===== src/hw/keypad_pkg.sv =====
package keypad_pkg;

    // matrix geometry
    localparam int KP_ROWS = 4;
    localparam int KP_COLS = 4;

    // one key word, two views: scanner writes row/col, dispatcher reads flat index
    typedef union packed {
        struct packed {
            logic [1:0] row;                     // upper bits of the index
            logic [1:0] col;
        } rc;
        logic [3:0] idx;                         // row*4 + col
    } key_pos_u;

    // flat key positions that are not plain digits
    localparam logic [3:0] KEY_ADD  = 4'd3;
    localparam logic [3:0] KEY_SUB  = 4'd7;
    localparam logic [3:0] KEY_MUL  = 4'd11;
    localparam logic [3:0] KEY_EQ   = 4'd12;
    localparam logic [3:0] KEY_ZERO = 4'd13;     // digit 0 sits off the 3x3 grid
    localparam logic [3:0] KEY_CLR  = 4'd14;
    localparam logic [3:0] KEY_NEG  = 4'd15;

    // key classes seen by the dispatcher
    localparam logic [2:0] KC_DIGIT = 3'd0;
    localparam logic [2:0] KC_OP    = 3'd1;
    localparam logic [2:0] KC_EQ    = 3'd2;
    localparam logic [2:0] KC_CLR   = 3'd3;
    localparam logic [2:0] KC_NEG   = 3'd4;

    // scan and debounce timing
    localparam logic [2:0] SCAN_DWELL      = 3'd4; // cycles per column
    localparam logic [2:0] SYNC_STAGES     = 3'd2; // row synchronizer depth
    localparam logic [3:0] DEBOUNCE_CYCLES = 4'd8; // stable samples to accept

    // scanner FSM state codes
    localparam logic [2:0] ST_SCAN     = 3'd0;
    localparam logic [2:0] ST_SETTLE   = 3'd1;
    localparam logic [2:0] ST_DEBOUNCE = 3'd2;
    localparam logic [2:0] ST_REQUEST  = 3'd3;
    localparam logic [2:0] ST_RELEASE  = 3'd4;

endpackage


===== src/hw/calc_pkg.sv =====
package calc_pkg;

    // pending operator code
    typedef enum logic [1:0] {
        OP_NONE = 2'd0,
        OP_ADD  = 2'd1,
        OP_SUB  = 2'd2,
        OP_MUL  = 2'd3
    } op_e;

    // datapath widths
    localparam int DATA_W  = 16;                 // result and operand width
    localparam int ENTRY_W = 14;                 // magnitude reg, holds 9999

    // symmetric saturation range
    localparam int signed SAT_MAX = 32767;
    localparam int signed SAT_MIN = -32767;

    // operand entry limit
    localparam int MAX_DIGITS = 4;

endpackage


===== src/hw/keypad_scan.sv =====
`timescale 1ns/1ps

module keypad_scan (
    input  logic                           clk,
    input  logic                           nRST,
    input  logic [keypad_pkg::KP_ROWS-1:0] row_in,   // active low, pulled up
    output logic [keypad_pkg::KP_COLS-1:0] col_out,  // one column low at a time
    output logic                           key_req,
    output keypad_pkg::key_pos_u           key_word,
    input  logic                           key_ack
);

    logic [2:0]                     state;
    logic [keypad_pkg::KP_ROWS-1:0] row_meta;        // sync stage 1
    logic [keypad_pkg::KP_ROWS-1:0] row_sync;        // sync stage 2
    logic [keypad_pkg::KP_ROWS-1:0] row_pat;         // pattern under debounce
    logic [1:0]                     col;             // driven column
    logic [2:0]                     dwell_cnt;
    logic [3:0]                     deb_cnt;         // stable samples so far
    logic                           rows_idle;
    logic                           pat_same;
    logic                           deb_done;

    // lowest pressed row wins, no rollover
    function automatic logic [1:0] lowest_row(input logic [keypad_pkg::KP_ROWS-1:0] rows);
        logic [1:0] r;
        r = 2'd0;
        for (int i = keypad_pkg::KP_ROWS - 1; i >= 0; i--) begin
            if (!rows[i]) r = 2'(i);             // last hit is the lowest index
        end
        return r;
    endfunction

    assign rows_idle = &row_sync;                // no key on this column
    assign pat_same  = (row_sync == row_pat);
    assign deb_done  = (state == keypad_pkg::ST_DEBOUNCE) && pat_same &&
                       (deb_cnt == keypad_pkg::DEBOUNCE_CYCLES - 4'd1);

    always_comb begin
        col_out      = '1;
        col_out[col] = 1'b0;                     // drive the active column low
    end

    always_ff @(posedge clk or negedge nRST) begin
        if (!nRST) begin
            row_meta <= '1;                      // idle rows read high
            row_sync <= '1;
        end else begin
            row_meta <= row_in;
            row_sync <= row_meta;
        end
    end

    always_ff @(posedge clk or negedge nRST) begin
        if (!nRST) begin
            state     <= keypad_pkg::ST_SETTLE;
            col       <= 2'd0;
            dwell_cnt <= 3'd0;
            deb_cnt   <= 4'd0;
            key_req   <= 1'b0;
        end else begin
            case (state)
                keypad_pkg::ST_SETTLE: begin
                    dwell_cnt <= dwell_cnt + 3'd1;   // wait out sync latency
                    if (dwell_cnt == keypad_pkg::SYNC_STAGES - 3'd1)
                        state <= keypad_pkg::ST_SCAN;
                end
                keypad_pkg::ST_SCAN: begin
                    if (!rows_idle) begin
                        state   <= keypad_pkg::ST_DEBOUNCE; // column stays put
                        deb_cnt <= 4'd1;                    // this sample counts
                    end else if (dwell_cnt == keypad_pkg::SCAN_DWELL - 3'd1) begin
                        col       <= col + 2'd1;            // 0,1,2,3 then wrap
                        dwell_cnt <= 3'd0;
                        state     <= keypad_pkg::ST_SETTLE;
                    end else begin
                        dwell_cnt <= dwell_cnt + 3'd1;
                    end
                end
                keypad_pkg::ST_DEBOUNCE: begin
                    if (!pat_same) begin
                        state     <= keypad_pkg::ST_SETTLE; // bounce, rescan
                        dwell_cnt <= 3'd0;
                    end else if (deb_done) begin
                        state   <= keypad_pkg::ST_REQUEST;
                        key_req <= 1'b1;
                    end else begin
                        deb_cnt <= deb_cnt + 4'd1;
                    end
                end
                keypad_pkg::ST_REQUEST: begin
                    if (key_ack)
                        state <= keypad_pkg::ST_RELEASE;
                end
                keypad_pkg::ST_RELEASE: begin
                    if (key_req) begin
                        if (rows_idle)
                            key_req <= 1'b0;        // drop only after key release
                    end else if (!key_ack) begin
                        state     <= keypad_pkg::ST_SETTLE; // handshake closed
                        dwell_cnt <= 3'd0;
                    end
                end
                default: state <= keypad_pkg::ST_SETTLE;
            endcase
        end
    end

    // payload, held from req rise until ack falls
    always_ff @(posedge clk) begin
        if (state == keypad_pkg::ST_SCAN && !rows_idle)
            row_pat <= row_sync;
        if (deb_done) begin
            key_word.rc.row <= lowest_row(row_pat);
            key_word.rc.col <= col;
        end
    end

endmodule


===== src/hw/key_dispatch.sv =====
`timescale 1ns/1ps

module key_dispatch (
    input  logic                 clk,
    input  logic                 nRST,
    input  logic                 key_req,
    input  keypad_pkg::key_pos_u key_word,
    output logic                 key_ack,
    output logic                 digit_stb,
    output logic [3:0]           digit,
    output logic                 neg_stb,
    output logic                 op_stb,
    output calc_pkg::op_e        op,
    output logic                 eq_stb,
    output logic                 clr_stb
);

    logic       fire;                            // first cycle of a request
    logic [2:0] kclass;

    function automatic logic [2:0] key_class(input logic [3:0] idx);
        case (idx)
            keypad_pkg::KEY_ADD,
            keypad_pkg::KEY_SUB,
            keypad_pkg::KEY_MUL: return keypad_pkg::KC_OP;
            keypad_pkg::KEY_EQ:  return keypad_pkg::KC_EQ;
            keypad_pkg::KEY_CLR: return keypad_pkg::KC_CLR;
            keypad_pkg::KEY_NEG: return keypad_pkg::KC_NEG;
            default:             return keypad_pkg::KC_DIGIT;
        endcase
    endfunction

    // 3x3 grid gives row*3 + col + 1, zero is the odd one out
    function automatic logic [3:0] digit_value(input logic [3:0] idx);
        if (idx == keypad_pkg::KEY_ZERO)
            return 4'd0;
        return {2'b00, idx[3:2]} * 4'd3 + {2'b00, idx[1:0]} + 4'd1;
    endfunction

    function automatic calc_pkg::op_e op_code(input logic [3:0] idx);
        case (idx)
            keypad_pkg::KEY_ADD: return calc_pkg::OP_ADD;
            keypad_pkg::KEY_SUB: return calc_pkg::OP_SUB;
            keypad_pkg::KEY_MUL: return calc_pkg::OP_MUL;
            default:             return calc_pkg::OP_NONE;
        endcase
    endfunction

    assign fire   = key_req & ~key_ack;          // one decode per handshake
    assign kclass = key_class(key_word.idx);

    always_ff @(posedge clk or negedge nRST) begin
        if (!nRST) begin
            key_ack   <= 1'b0;
            digit_stb <= 1'b0;
            neg_stb   <= 1'b0;
            op_stb    <= 1'b0;
            eq_stb    <= 1'b0;
            clr_stb   <= 1'b0;
        end else begin
            key_ack   <= key_req;                // follows req one edge later
            digit_stb <= fire && (kclass == keypad_pkg::KC_DIGIT);
            neg_stb   <= fire && (kclass == keypad_pkg::KC_NEG);
            op_stb    <= fire && (kclass == keypad_pkg::KC_OP);
            eq_stb    <= fire && (kclass == keypad_pkg::KC_EQ);
            clr_stb   <= fire && (kclass == keypad_pkg::KC_CLR);
        end
    end

    always_ff @(posedge clk) begin
        if (fire) begin
            digit <= digit_value(key_word.idx);  // valid alongside digit_stb
            op    <= op_code(key_word.idx);      // valid alongside op_stb
        end
    end

endmodule


===== src/hw/operand_entry.sv =====
`timescale 1ns/1ps

module operand_entry (
    input  logic                                clk,
    input  logic                                nRST,
    input  logic                                digit_stb,
    input  logic [3:0]                          digit,
    input  logic                                neg_stb,
    input  logic                                op_stb,
    input  logic                                eq_stb,
    input  logic                                clr_stb,
    output logic signed [calc_pkg::DATA_W-1:0]  operand
);

    logic [calc_pkg::ENTRY_W-1:0]        mag;        // decimal magnitude
    logic                                neg;        // entry sign
    logic [2:0]                          ndigits;
    logic signed [calc_pkg::DATA_W-1:0]  mag_ext;

    always_ff @(posedge clk or negedge nRST) begin
        if (!nRST) begin
            mag     <= '0;
            neg     <= 1'b0;
            ndigits <= 3'd0;
        end else if (op_stb || eq_stb || clr_stb) begin
            mag     <= '0;                       // accumulator samples on this edge
            neg     <= 1'b0;
            ndigits <= 3'd0;
        end else if (digit_stb) begin
            if (ndigits < 3'(calc_pkg::MAX_DIGITS)) begin
                mag     <= mag * calc_pkg::ENTRY_W'(10) +
                           {{(calc_pkg::ENTRY_W - 4){1'b0}}, digit};
                ndigits <= ndigits + 3'd1;
            end
            // extra digits dropped
        end else if (neg_stb) begin
            neg <= ~neg;
        end
    end

    assign mag_ext = {{(calc_pkg::DATA_W - calc_pkg::ENTRY_W){1'b0}}, mag};
    assign operand = neg ? -mag_ext : mag_ext;   // also the entry display value

endmodule


===== src/hw/calc_accum.sv =====
`timescale 1ns/1ps

module calc_accum (
    input  logic                                clk,
    input  logic                                nRST,
    input  logic                                op_stb,
    input  calc_pkg::op_e                       op,
    input  logic                                eq_stb,
    input  logic                                clr_stb,
    input  logic signed [calc_pkg::DATA_W-1:0]  operand,
    output logic signed [calc_pkg::DATA_W-1:0]  result,
    output logic                                result_valid,
    output logic                                overflow
);

    calc_pkg::op_e                         pending;  // operator waiting for rhs
    logic signed [2*calc_pkg::DATA_W-1:0]  acc_ext;
    logic signed [2*calc_pkg::DATA_W-1:0]  opd_ext;
    logic signed [2*calc_pkg::DATA_W-1:0]  raw;      // unclipped, no wrap possible
    logic signed [2*calc_pkg::DATA_W-1:0]  clamped;
    logic                                  clip;

    assign acc_ext = {{calc_pkg::DATA_W{result[calc_pkg::DATA_W-1]}}, result};
    assign opd_ext = {{calc_pkg::DATA_W{operand[calc_pkg::DATA_W-1]}}, operand};

    always_comb begin
        case (pending)
            calc_pkg::OP_ADD: raw = acc_ext + opd_ext;
            calc_pkg::OP_SUB: raw = acc_ext - opd_ext;
            calc_pkg::OP_MUL: raw = acc_ext * opd_ext;
            default:          raw = opd_ext;         // nothing pending, load
        endcase

        clip    = 1'b1;
        clamped = raw;
        if (raw > calc_pkg::SAT_MAX)
            clamped = calc_pkg::SAT_MAX;
        else if (raw < calc_pkg::SAT_MIN)
            clamped = calc_pkg::SAT_MIN;
        else
            clip = 1'b0;
    end

    always_ff @(posedge clk or negedge nRST) begin
        if (!nRST) begin
            result       <= '0;
            pending      <= calc_pkg::OP_NONE;
            result_valid <= 1'b0;
            overflow     <= 1'b0;
        end else begin
            result_valid <= 1'b0;
            if (clr_stb) begin
                result   <= '0;
                pending  <= calc_pkg::OP_NONE;
                overflow <= 1'b0;
            end else if (op_stb || eq_stb) begin
                result <= clamped[calc_pkg::DATA_W-1:0];
                if (clip)
                    overflow <= 1'b1;            // sticky until clear
                if (eq_stb) begin
                    pending      <= calc_pkg::OP_NONE;
                    result_valid <= 1'b1;
                end else begin
                    pending <= op;               // strict left to right
                end
            end
        end
    end

endmodule


===== src/hw/keypad_calc_top.sv =====
`timescale 1ns/1ps

module keypad_calc_top (
    input  logic                                clk,
    input  logic                                nRST,
    input  logic [3:0]                          row_in,
    output logic [3:0]                          col_out,
    output logic signed [calc_pkg::DATA_W-1:0]  entry_value,
    output logic signed [calc_pkg::DATA_W-1:0]  result,
    output logic                                result_valid,
    output logic                                overflow
);

    logic                  key_req;
    logic                  key_ack;
    keypad_pkg::key_pos_u  key_word;
    logic                  digit_stb;
    logic [3:0]            digit;
    logic                  neg_stb;
    logic                  op_stb;
    calc_pkg::op_e         op;
    logic                  eq_stb;
    logic                  clr_stb;

    keypad_scan u_scan (
        .clk      (clk),
        .nRST     (nRST),
        .row_in   (row_in),
        .col_out  (col_out),
        .key_req  (key_req),
        .key_word (key_word),
        .key_ack  (key_ack)
    );

    key_dispatch u_dispatch (
        .clk       (clk),
        .nRST      (nRST),
        .key_req   (key_req),
        .key_word  (key_word),
        .key_ack   (key_ack),
        .digit_stb (digit_stb),
        .digit     (digit),
        .neg_stb   (neg_stb),
        .op_stb    (op_stb),
        .op        (op),
        .eq_stb    (eq_stb),
        .clr_stb   (clr_stb)
    );

    operand_entry u_entry (
        .clk       (clk),
        .nRST      (nRST),
        .digit_stb (digit_stb),
        .digit     (digit),
        .neg_stb   (neg_stb),
        .op_stb    (op_stb),
        .eq_stb    (eq_stb),
        .clr_stb   (clr_stb),
        .operand   (entry_value)                 // entry shown as typed
    );

    calc_accum u_accum (
        .clk          (clk),
        .nRST         (nRST),
        .op_stb       (op_stb),
        .op           (op),
        .eq_stb       (eq_stb),
        .clr_stb      (clr_stb),
        .operand      (entry_value),
        .result       (result),
        .result_valid (result_valid),
        .overflow     (overflow)
    );

endmodule


===== config.mk =====
export PLATFORM = sky130hd
export DESIGN_NAME = keypad_calc_top
export DESIGN_NICKNAME = d
export VERILOG_FILES = /design/src/hw/keypad_pkg.sv /design/src/hw/calc_pkg.sv /design/src/hw/keypad_scan.sv /design/src/hw/key_dispatch.sv /design/src/hw/operand_entry.sv /design/src/hw/calc_accum.sv /design/src/hw/keypad_calc_top.sv
export SDC_FILE = /design/constraint.sdc
export NUM_CORES = 1
export LEC_CHECK = 0
export ABC_AREA = 1
export BUFFER_PORTS_ARGS = -buffer_cell sky130_fd_sc_hd__buf_4
export CORE_MARGIN = 5
export CORE_UTILIZATION = 44
export DETAILED_ROUTE_END_ITERATION = 8
export PLACE_DENSITY = 0.66
export SLEW_MARGIN = 20
export SYNTH_ARGS = -nofsm -noshare
export SYNTH_HDL_FRONTEND = slang
export SYNTH_HIERARCHICAL = 1
export SYNTH_SLANG_ARGS = --single-unit

===== constraint.sdc =====
create_clock -name clk -period 7.1 [get_ports clk]
set_clock_uncertainty 0.2 [all_clocks]
set_input_delay 0.71 -clock clk [delete_from_list [all_inputs] [get_ports clk]]
set_output_delay 0.71 -clock clk [all_outputs]
set_load 0.02 [all_outputs]

# --- Word level (Yosys, flattened, before mapping) ---
# Cells that the tools add are included.
word_totals:
  reg_bits: 79
  inputBits: 6
  out_inout_bits: 38
  wordCells: 177
classes:
  n_addsub: 10
  multipliers: 3
  magnitude_cmp: 5
  eq_ne: 35
  muxes: 61
  bitwise: 4
  n_reduce_logical: 33
ops:
  columns: ["op", "count"]
  rows:
  - ["$pmux 32 s3", 1]
  - ["$mux 16", 5]
  - ["$mux 3", 16]
  - ["$mux 14", 3]
  - ["$gt 32x16->1 const B", 1]
  - ["$lt 32x16->1 const B", 1]
  - ["$mul 16x16->32", 1]
  - ["$pmux 3 s4", 2]
  - ["$eq 4x4->1 const B", 5]
  - ["$mux 4", 5]
  - ["$mux 1", 19]
  - ["$add 16x16->17", 1]
  - ["$sub 16x16->17", 1]
  - ["$neg 14->16", 1]
  - ["$eq 3x2->1 const B", 5]
  - ["$pmux 3 s5", 1]
  - ["$add 14x4->14", 1]
  - ["$mul 14x3->13 const B", 1]
  - ["$reduce_bool 2->1", 7]
  - ["$ne 2x1->1 const B", 6]
  - ["$reduce_and 6->1", 2]
  - ["$mux 2", 5]
  - ["$ne 2x2->1 const B", 5]
  - ["$eq 3x1->1 const B", 3]
  - ["other kinds (32)", 53]

# --- Logic depth before layout (Yosys ltp) ---
depth:
  depth_word: 10
  ltp_mapped: 47
  depth_no_buf: 45

# --- Cells and area by module ---
# The synthesis kept the hierarchy.
modules_own_cells:
  columns: ["mod", "instances", "cells_per_inst", "area_each_um2", "seq_area_each_um2"]
  rows:
  - ["calc_accum", 1, 2223, 14796.7, 500.5]
  - ["operand_entry", 1, 295, 1993.2, 450.4]
  - ["keypad_scan", 1, 164, 1485.2, 777.0]
  - ["key_dispatch", 1, 60, 646.9, 330.3]

# --- Worst setup path before layout ---
# Ideal clock, no wire load.
synth_path:
  path_kind: "register to register"
  start: "register u_entry/mag[1] in the netlist's numbering"
  end: "register u_accum/result[10] in the netlist's numbering"
  setup_ns: 0.065
  t_arrival_ns: 7.679
  t_required_ns: 6.835
  slack_ns: -0.844
  path_stages_with_launch: 38
  path_buffers: 3
  period_less_slack_ns: 7.944
  path_cell_list: "dfrtp_1 -> inv_1 -> ha_1 -> nand3_1 -> nor2_1 -> nand2_1 -> nand2_1 -> xor2_1 -> clkbuf_1 -> clkbuf_1 -> nand2_1 -> fa_1 -> inv_1 -> fa_1 -> fa_1 -> fa_1 -> inv_1 -> fa_1 -> [... 2 more ...] -> ha_1 -> inv_1 -> nor3_1 -> nand2_1 -> nor3_1 -> nand2_1 -> nand3b_1 -> nand3_1 -> nand2_1 -> nand3_1 -> nor2_1 -> nand2_1 -> nor2_1 -> nand2_1 -> nand2_2 -> buf_6 -> nand3b_1 -> nand2_1"
synth_via:
  elab_chain_len: 9
  elab_cells_between_ends: 12
  classes_between: "3 x add/sub; 1 x mul; 2 x order compare; 6 x mux"
synth_rtl:
  columns: ["element", "line_no", "text"]
  rows:
  - ["start: declaration", "operand_entry.sv:15", "logic [calc_pkg::ENTRY_W-1:0] mag;"]
  - ["start signal: assignment", "operand_entry.sv:31", "mag <= mag * calc_pkg::ENTRY_W'(10) +"]
  - ["$neg 14->16 *", "operand_entry.sv:42", "assign operand = neg ? -mag_ext : mag_ext;"]
  - ["$mux 16 *", "operand_entry.sv:42", null]
  - ["via entry_value (one bit)", "keypad_calc_top.sv:8", "output logic signed [calc_pkg::DATA_W-1:0] entry_value,"]
  - ["$mul 16x16->32, or another cell as far along", "calc_accum.sv:30", "calc_pkg::OP_MUL: raw = acc_ext * opd_ext;"]
  - ["$pmux 32 s3 *", "calc_accum.sv:27", "case (pending)"]
  - ["$lt 32x16->1", "calc_accum.sv:38", "else if (raw < calc_pkg::SAT_MIN)"]
  - ["$mux 16", "calc_accum.sv:38", null]
  - ["$mux 16 *", "calc_accum.sv:36", "if (raw > calc_pkg::SAT_MAX)"]
  - ["$mux 16 *", "calc_accum.sv:56", "end else if (op_stb || eq_stb) begin"]
  - ["$mux 16 *", "calc_accum.sv:52", "if (clr_stb) begin"]
  - ["end signal: assignment", "calc_accum.sv:57", "result <= clamped[calc_pkg::DATA_W-1:0];"]
  - ["end: declaration", "calc_accum.sv:11", "output logic signed [calc_pkg::DATA_W-1:0] result,"]
# Mark *: on every way through the listed nets, which the timed path passes. The rest lies on a longest branch. The select of a mux whose other input is x is not followed.
# A chain may end at the register's enable or synchronous reset.

# --- Final worst setup path ---
layout_path:
  start: "register u_entry/mag[1] in the netlist's numbering"
  end: "register u_accum/result[11] in the netlist's numbering"
layout_via:
  elab_chain_len: 9
  elab_cells_between_ends: 12
  classes_between: "3 x add/sub; 1 x mul; 2 x order compare; 6 x mux"
layout_rtl:
  columns: ["element", "line_no"]
  rows:
  - ["$neg 14->16", "operand_entry.sv:42"]
  - ["$mux 16 *", "operand_entry.sv:42"]
  - ["$mul 16x16->32, or another cell as far along", "calc_accum.sv:30"]
  - ["$pmux 32 s3 *", "calc_accum.sv:27"]
  - ["$lt 32x16->1", "calc_accum.sv:38"]
  - ["$mux 16", "calc_accum.sv:38"]
  - ["$mux 16 *", "calc_accum.sv:36"]
  - ["$mux 16 *", "calc_accum.sv:56"]
  - ["$mux 16 *", "calc_accum.sv:52"]
# Every way passes the cells marked *; elsewhere a longest branch is shown, timed or not. The select of a mux whose other input is x is not followed.

==> metrics <==
worst-path fanout max 5; total negative slack -9770 ps; width of the die 217 um; # diodes 0; Total Routing Usage GR 27.2%; number of violations of the max-capacitance limit 0; worst hold slack 159 ps; number of detailed-route iterations in the first pass 6; status complete, but fails checks; DRT iter0 DRCs 1674; final number of hold-violating endpoints 0; Netlist cell types 50; number of clock buffers inserted by TritonCTS 9; Data arrival, critical path 7810 ps; synthesized flop and latch total 79; type of the worst min-delay path reg2reg; final number of max-transition violations 0; via count of the first global-routing pass 18.9k; synthesized net count 3171; detailed-route wire length per cell 18.0 um; final worst-path cycle share 109%; power density normalized to cell area 55.6 nW/um^2; Root Driver sky130_fd_sc_hd__clkbuf_16; Inst Count DP 3466; number of remaining DRC errors 0; kind of start point of the critical path flip-flop; largest net degree at the start of global routing 66; maximum clock rate 129 MHz; initial standard-cell utilization of the core 44.2%; maximum single-stage delay on the critical path 590 ps; post-detailed-route via-to-cell ratio 5.16; Cell Area, Synth 18900 um^2; y dimension of the die 217 um; GRT met2 Usage 45.6%; Antenna Nets Post-Route 0; Worst-Skew Late Latency 340 ps; clock net sink count 79; vias after detailed routing 18.3k; sequential element share of the synthesized area 10.9%; Post-Layout Cell Count 3553; slew at the pin closest to its max-slew limit 1090 ps; input/output buffers 43; Max Root-Sink Buffers 2; global-route wire length before repair 102000 um; Slew HR 26.6%; GR Util met1 36.3%; CTS tree done; post-cts hold buffer count 0; # nets final 3431; critical path class reg2reg; Core ar. 42800 um^2; count of warnings emitted by yosys 6; flop-to-flop setup slack -640 ps; critical path capture point type flip-flop; setup violation total in the final timing report 17; failing checks setup timing; clock transition time at the flip-flop clock pins of the worst setup and hold paths 70 ps; minimum period implied by the final worst setup slack 7740 ps; flip-flop cell with the highest count after synthesis sky130_fd_sc_hd__dfrtp_1; GP Congestion 1.02; overflow left after global routing 0; cell row count 76; grt met3 use 3.39%; hpwl dp 51300 um; async set-reset flop share out of synthesis 82.3%; area growth from synthesis to final layout 26.1%; Most common cell on crit path sky130_fd_sc_hd__nand2_1; floorplan die area 47300 um^2; setup ws final -635 ps; post-route cell area 23900 um^2; I/O pin total 44; average cell area after synthesis 6.90 um^2; Worst Path Required 7180 ps; setup repair after global routing missed its margin yes; initial antenna violation count 1; fill count 3970; count of flip-flops with a built-in enable after synthesis 14; maximum level of the CTS H-tree 3; wire length after detailed routing 63900 um; gr busiest metal met2; Critical-path top delay cell sky130_fd_sc_hd__fa_1; leakage power figure 13.8 nW; Cell Area, Placed 22000 um^2; share of layout cells above drive strength 1 24.2%; largest vdd supply drop 151 uV; cells after synthesis 2742
## registers in the layout (all words and copies together) (netlist names), 2 cells and up
| signal | flops |
|---|---|
| u_accum/pending | 2 |
| u_accum/result | 16 |
| u_dispatch/digit | 4 |
| u_dispatch/op | 2 |
| u_entry/mag | 14 |
| u_entry/ndigits | 3 |
| u_scan/col | 2 |
| u_scan/deb_cnt | 4 |
| u_scan/dwell_cnt | 3 |
| u_scan/key_word | 4 |
| u_scan/row_meta | 4 |
| u_scan/row_pat | 4 |
| u_scan/row_sync | 4 |
| u_scan/state | 3 |
## final timing paths
| path | start | end | cells past startpoint |
|---|---|---|---|
| worst max-delay path | u_entry/mag[1] | u_accum/result[11] | 43 |
| worst max register to register | u_entry/mag[1] | u_accum/result[11] | 43 |
| worst min register to register | u_scan/row_meta[1] | u_scan/row_sync[1] | 0 |
| worst min-delay path | u_scan/row_meta[1] | u_scan/row_sync[1] | 0 |
| min in group asynchronous | nRST | u_scan/dwell_cnt[2] | 1 |
| max in group asynchronous | nRST | u_accum/result[14] | 1 |
## per-stage QoR
stage / setup slack, ps / power, W / util [%]
floorplan: 1.18 / 0.000764 / -
global placement: -801 / 0.000849 / 51.5
detailed placement: -868 / 0.000864 / 51.5
CTS: -428 / 0.00133 / 54.9
global route: -881 / 0.00141 / 55.8
finish: -635 / 0.00133 / 55.8
## Yosys cell counts, drive strengths merged, types with 3 or more instances
library cell | number | area share (%)
nand2 | 808 | 16
inv | 738 | 15
fa | 268 | 28
nand3 | 178 | 5.1
nor2 | 171 | 3.9
ha | 155 | 10
a21oi | 65 | 1.8
clkbuf | 61 | 1.2
dfrtp | 56 | 7.4
o21ai | 51 | 1.4
nand4 | 49 | 1.7
buf | 23 | 0.91
xor2 | 17 | 0.79
nand3b | 15 | 0.60
nor3 | 15 | 0.40
edfxtp | 14 | 2.2
dfstp | 9 | 1.2
o22ai | 8 | 0.26
and2 | 7 | 0.23
xnor2 | 6 | 0.28
o21bai | 5 | 0.20
or2 | 4 | 0.15
clkinv | 3 | 0.066
o211ai | 3 | 0.15
## routing by layer
| layer | wire length, um | share of wire [%] |
|---|---|---|
| met1 | 26400 | 41 |
| met2 | 30100 | 47 |
| met3 | 4520 | 7.1 |
| met4 | 2870 | 4.5 |
| met5 | 13 | 0.020 |
## timing repair
action	CTS	global route
pin swaps	111	101
gates cloned	5	1
setup endpoints to repair	17	17
setup buffers	53	15
resized for setup	173	91
## layout by cell type (no fill, tap or decap), types with 17 or more instances in the layout
cell type | netlist | routed
sky130_fd_sc_hd__a21oi_1 | 63 | 52
sky130_fd_sc_hd__buf_12 | 0 | 25
sky130_fd_sc_hd__buf_4 | 6 | 284
sky130_fd_sc_hd__buf_6 | 7 | 17
sky130_fd_sc_hd__dfrtp_1 | 56 | 56
sky130_fd_sc_hd__fa_1 | 268 | 237
sky130_fd_sc_hd__fa_2 | 0 | 31
sky130_fd_sc_hd__ha_1 | 155 | 129
sky130_fd_sc_hd__ha_4 | 0 | 25
sky130_fd_sc_hd__inv_1 | 718 | 674
sky130_fd_sc_hd__inv_2 | 20 | 63
sky130_fd_sc_hd__nand2_1 | 781 | 696
sky130_fd_sc_hd__nand2_2 | 25 | 88
sky130_fd_sc_hd__nand2_4 | 2 | 20
sky130_fd_sc_hd__nand3_1 | 168 | 142
sky130_fd_sc_hd__nand3_2 | 8 | 29
sky130_fd_sc_hd__nand4_1 | 48 | 48
sky130_fd_sc_hd__nor2_1 | 149 | 115
sky130_fd_sc_hd__nor2_2 | 15 | 29
sky130_fd_sc_hd__nor2_4 | 7 | 27
sky130_fd_sc_hd__o21ai_0 | 48 | 39
## logic make-up (layout without fill, tap and decap cells)
kind of cell	count (synthesis)	in the layout	share of synthesized area, %
AOI/OAI and AO/OA	142	142	4.15
xor gates and xnor gates	23	23	1.06
adders and majority gates	423	423	38.6
buffers and inverters	825	1089	16.8
DFF	79	79	10.9
and+or+nand+nor	1250	1251	28.5
## power breakdown
group | switching, W | internal [W]
clock | 0.000205 | 0.000251
sequential | 0.0000336 | 0.000503
combinational | 0.000217 | 0.000118
total | 0.000455 | 0.000872
## cell type report
cell class                 instances  area [um^2]  share of cell area, %
inverter                         741         2790                   11.7
sequential                        79         2060                   8.62
tap                              546          683                   2.86
timing repair buffer             332         2950                   12.4
clock inverter                     6         52.6                  0.220
multi-input combinational       1839        15100                   63.3
clock buffer                      10          239                   1.00
## critical path: cells and delay by family, from the launching register on
kind | cells | cell delay (ps)
adders and majority gates | 8 | 3540
and+or+nand+nor | 23 | 2210
buffers and inverters | 10 | 1030
DFF | 1 | 400
xor gates and xnor gates | 1 | 170
AOI/OAI and AO/OA | 1 | 130
(Power assumes the default switching activity.)
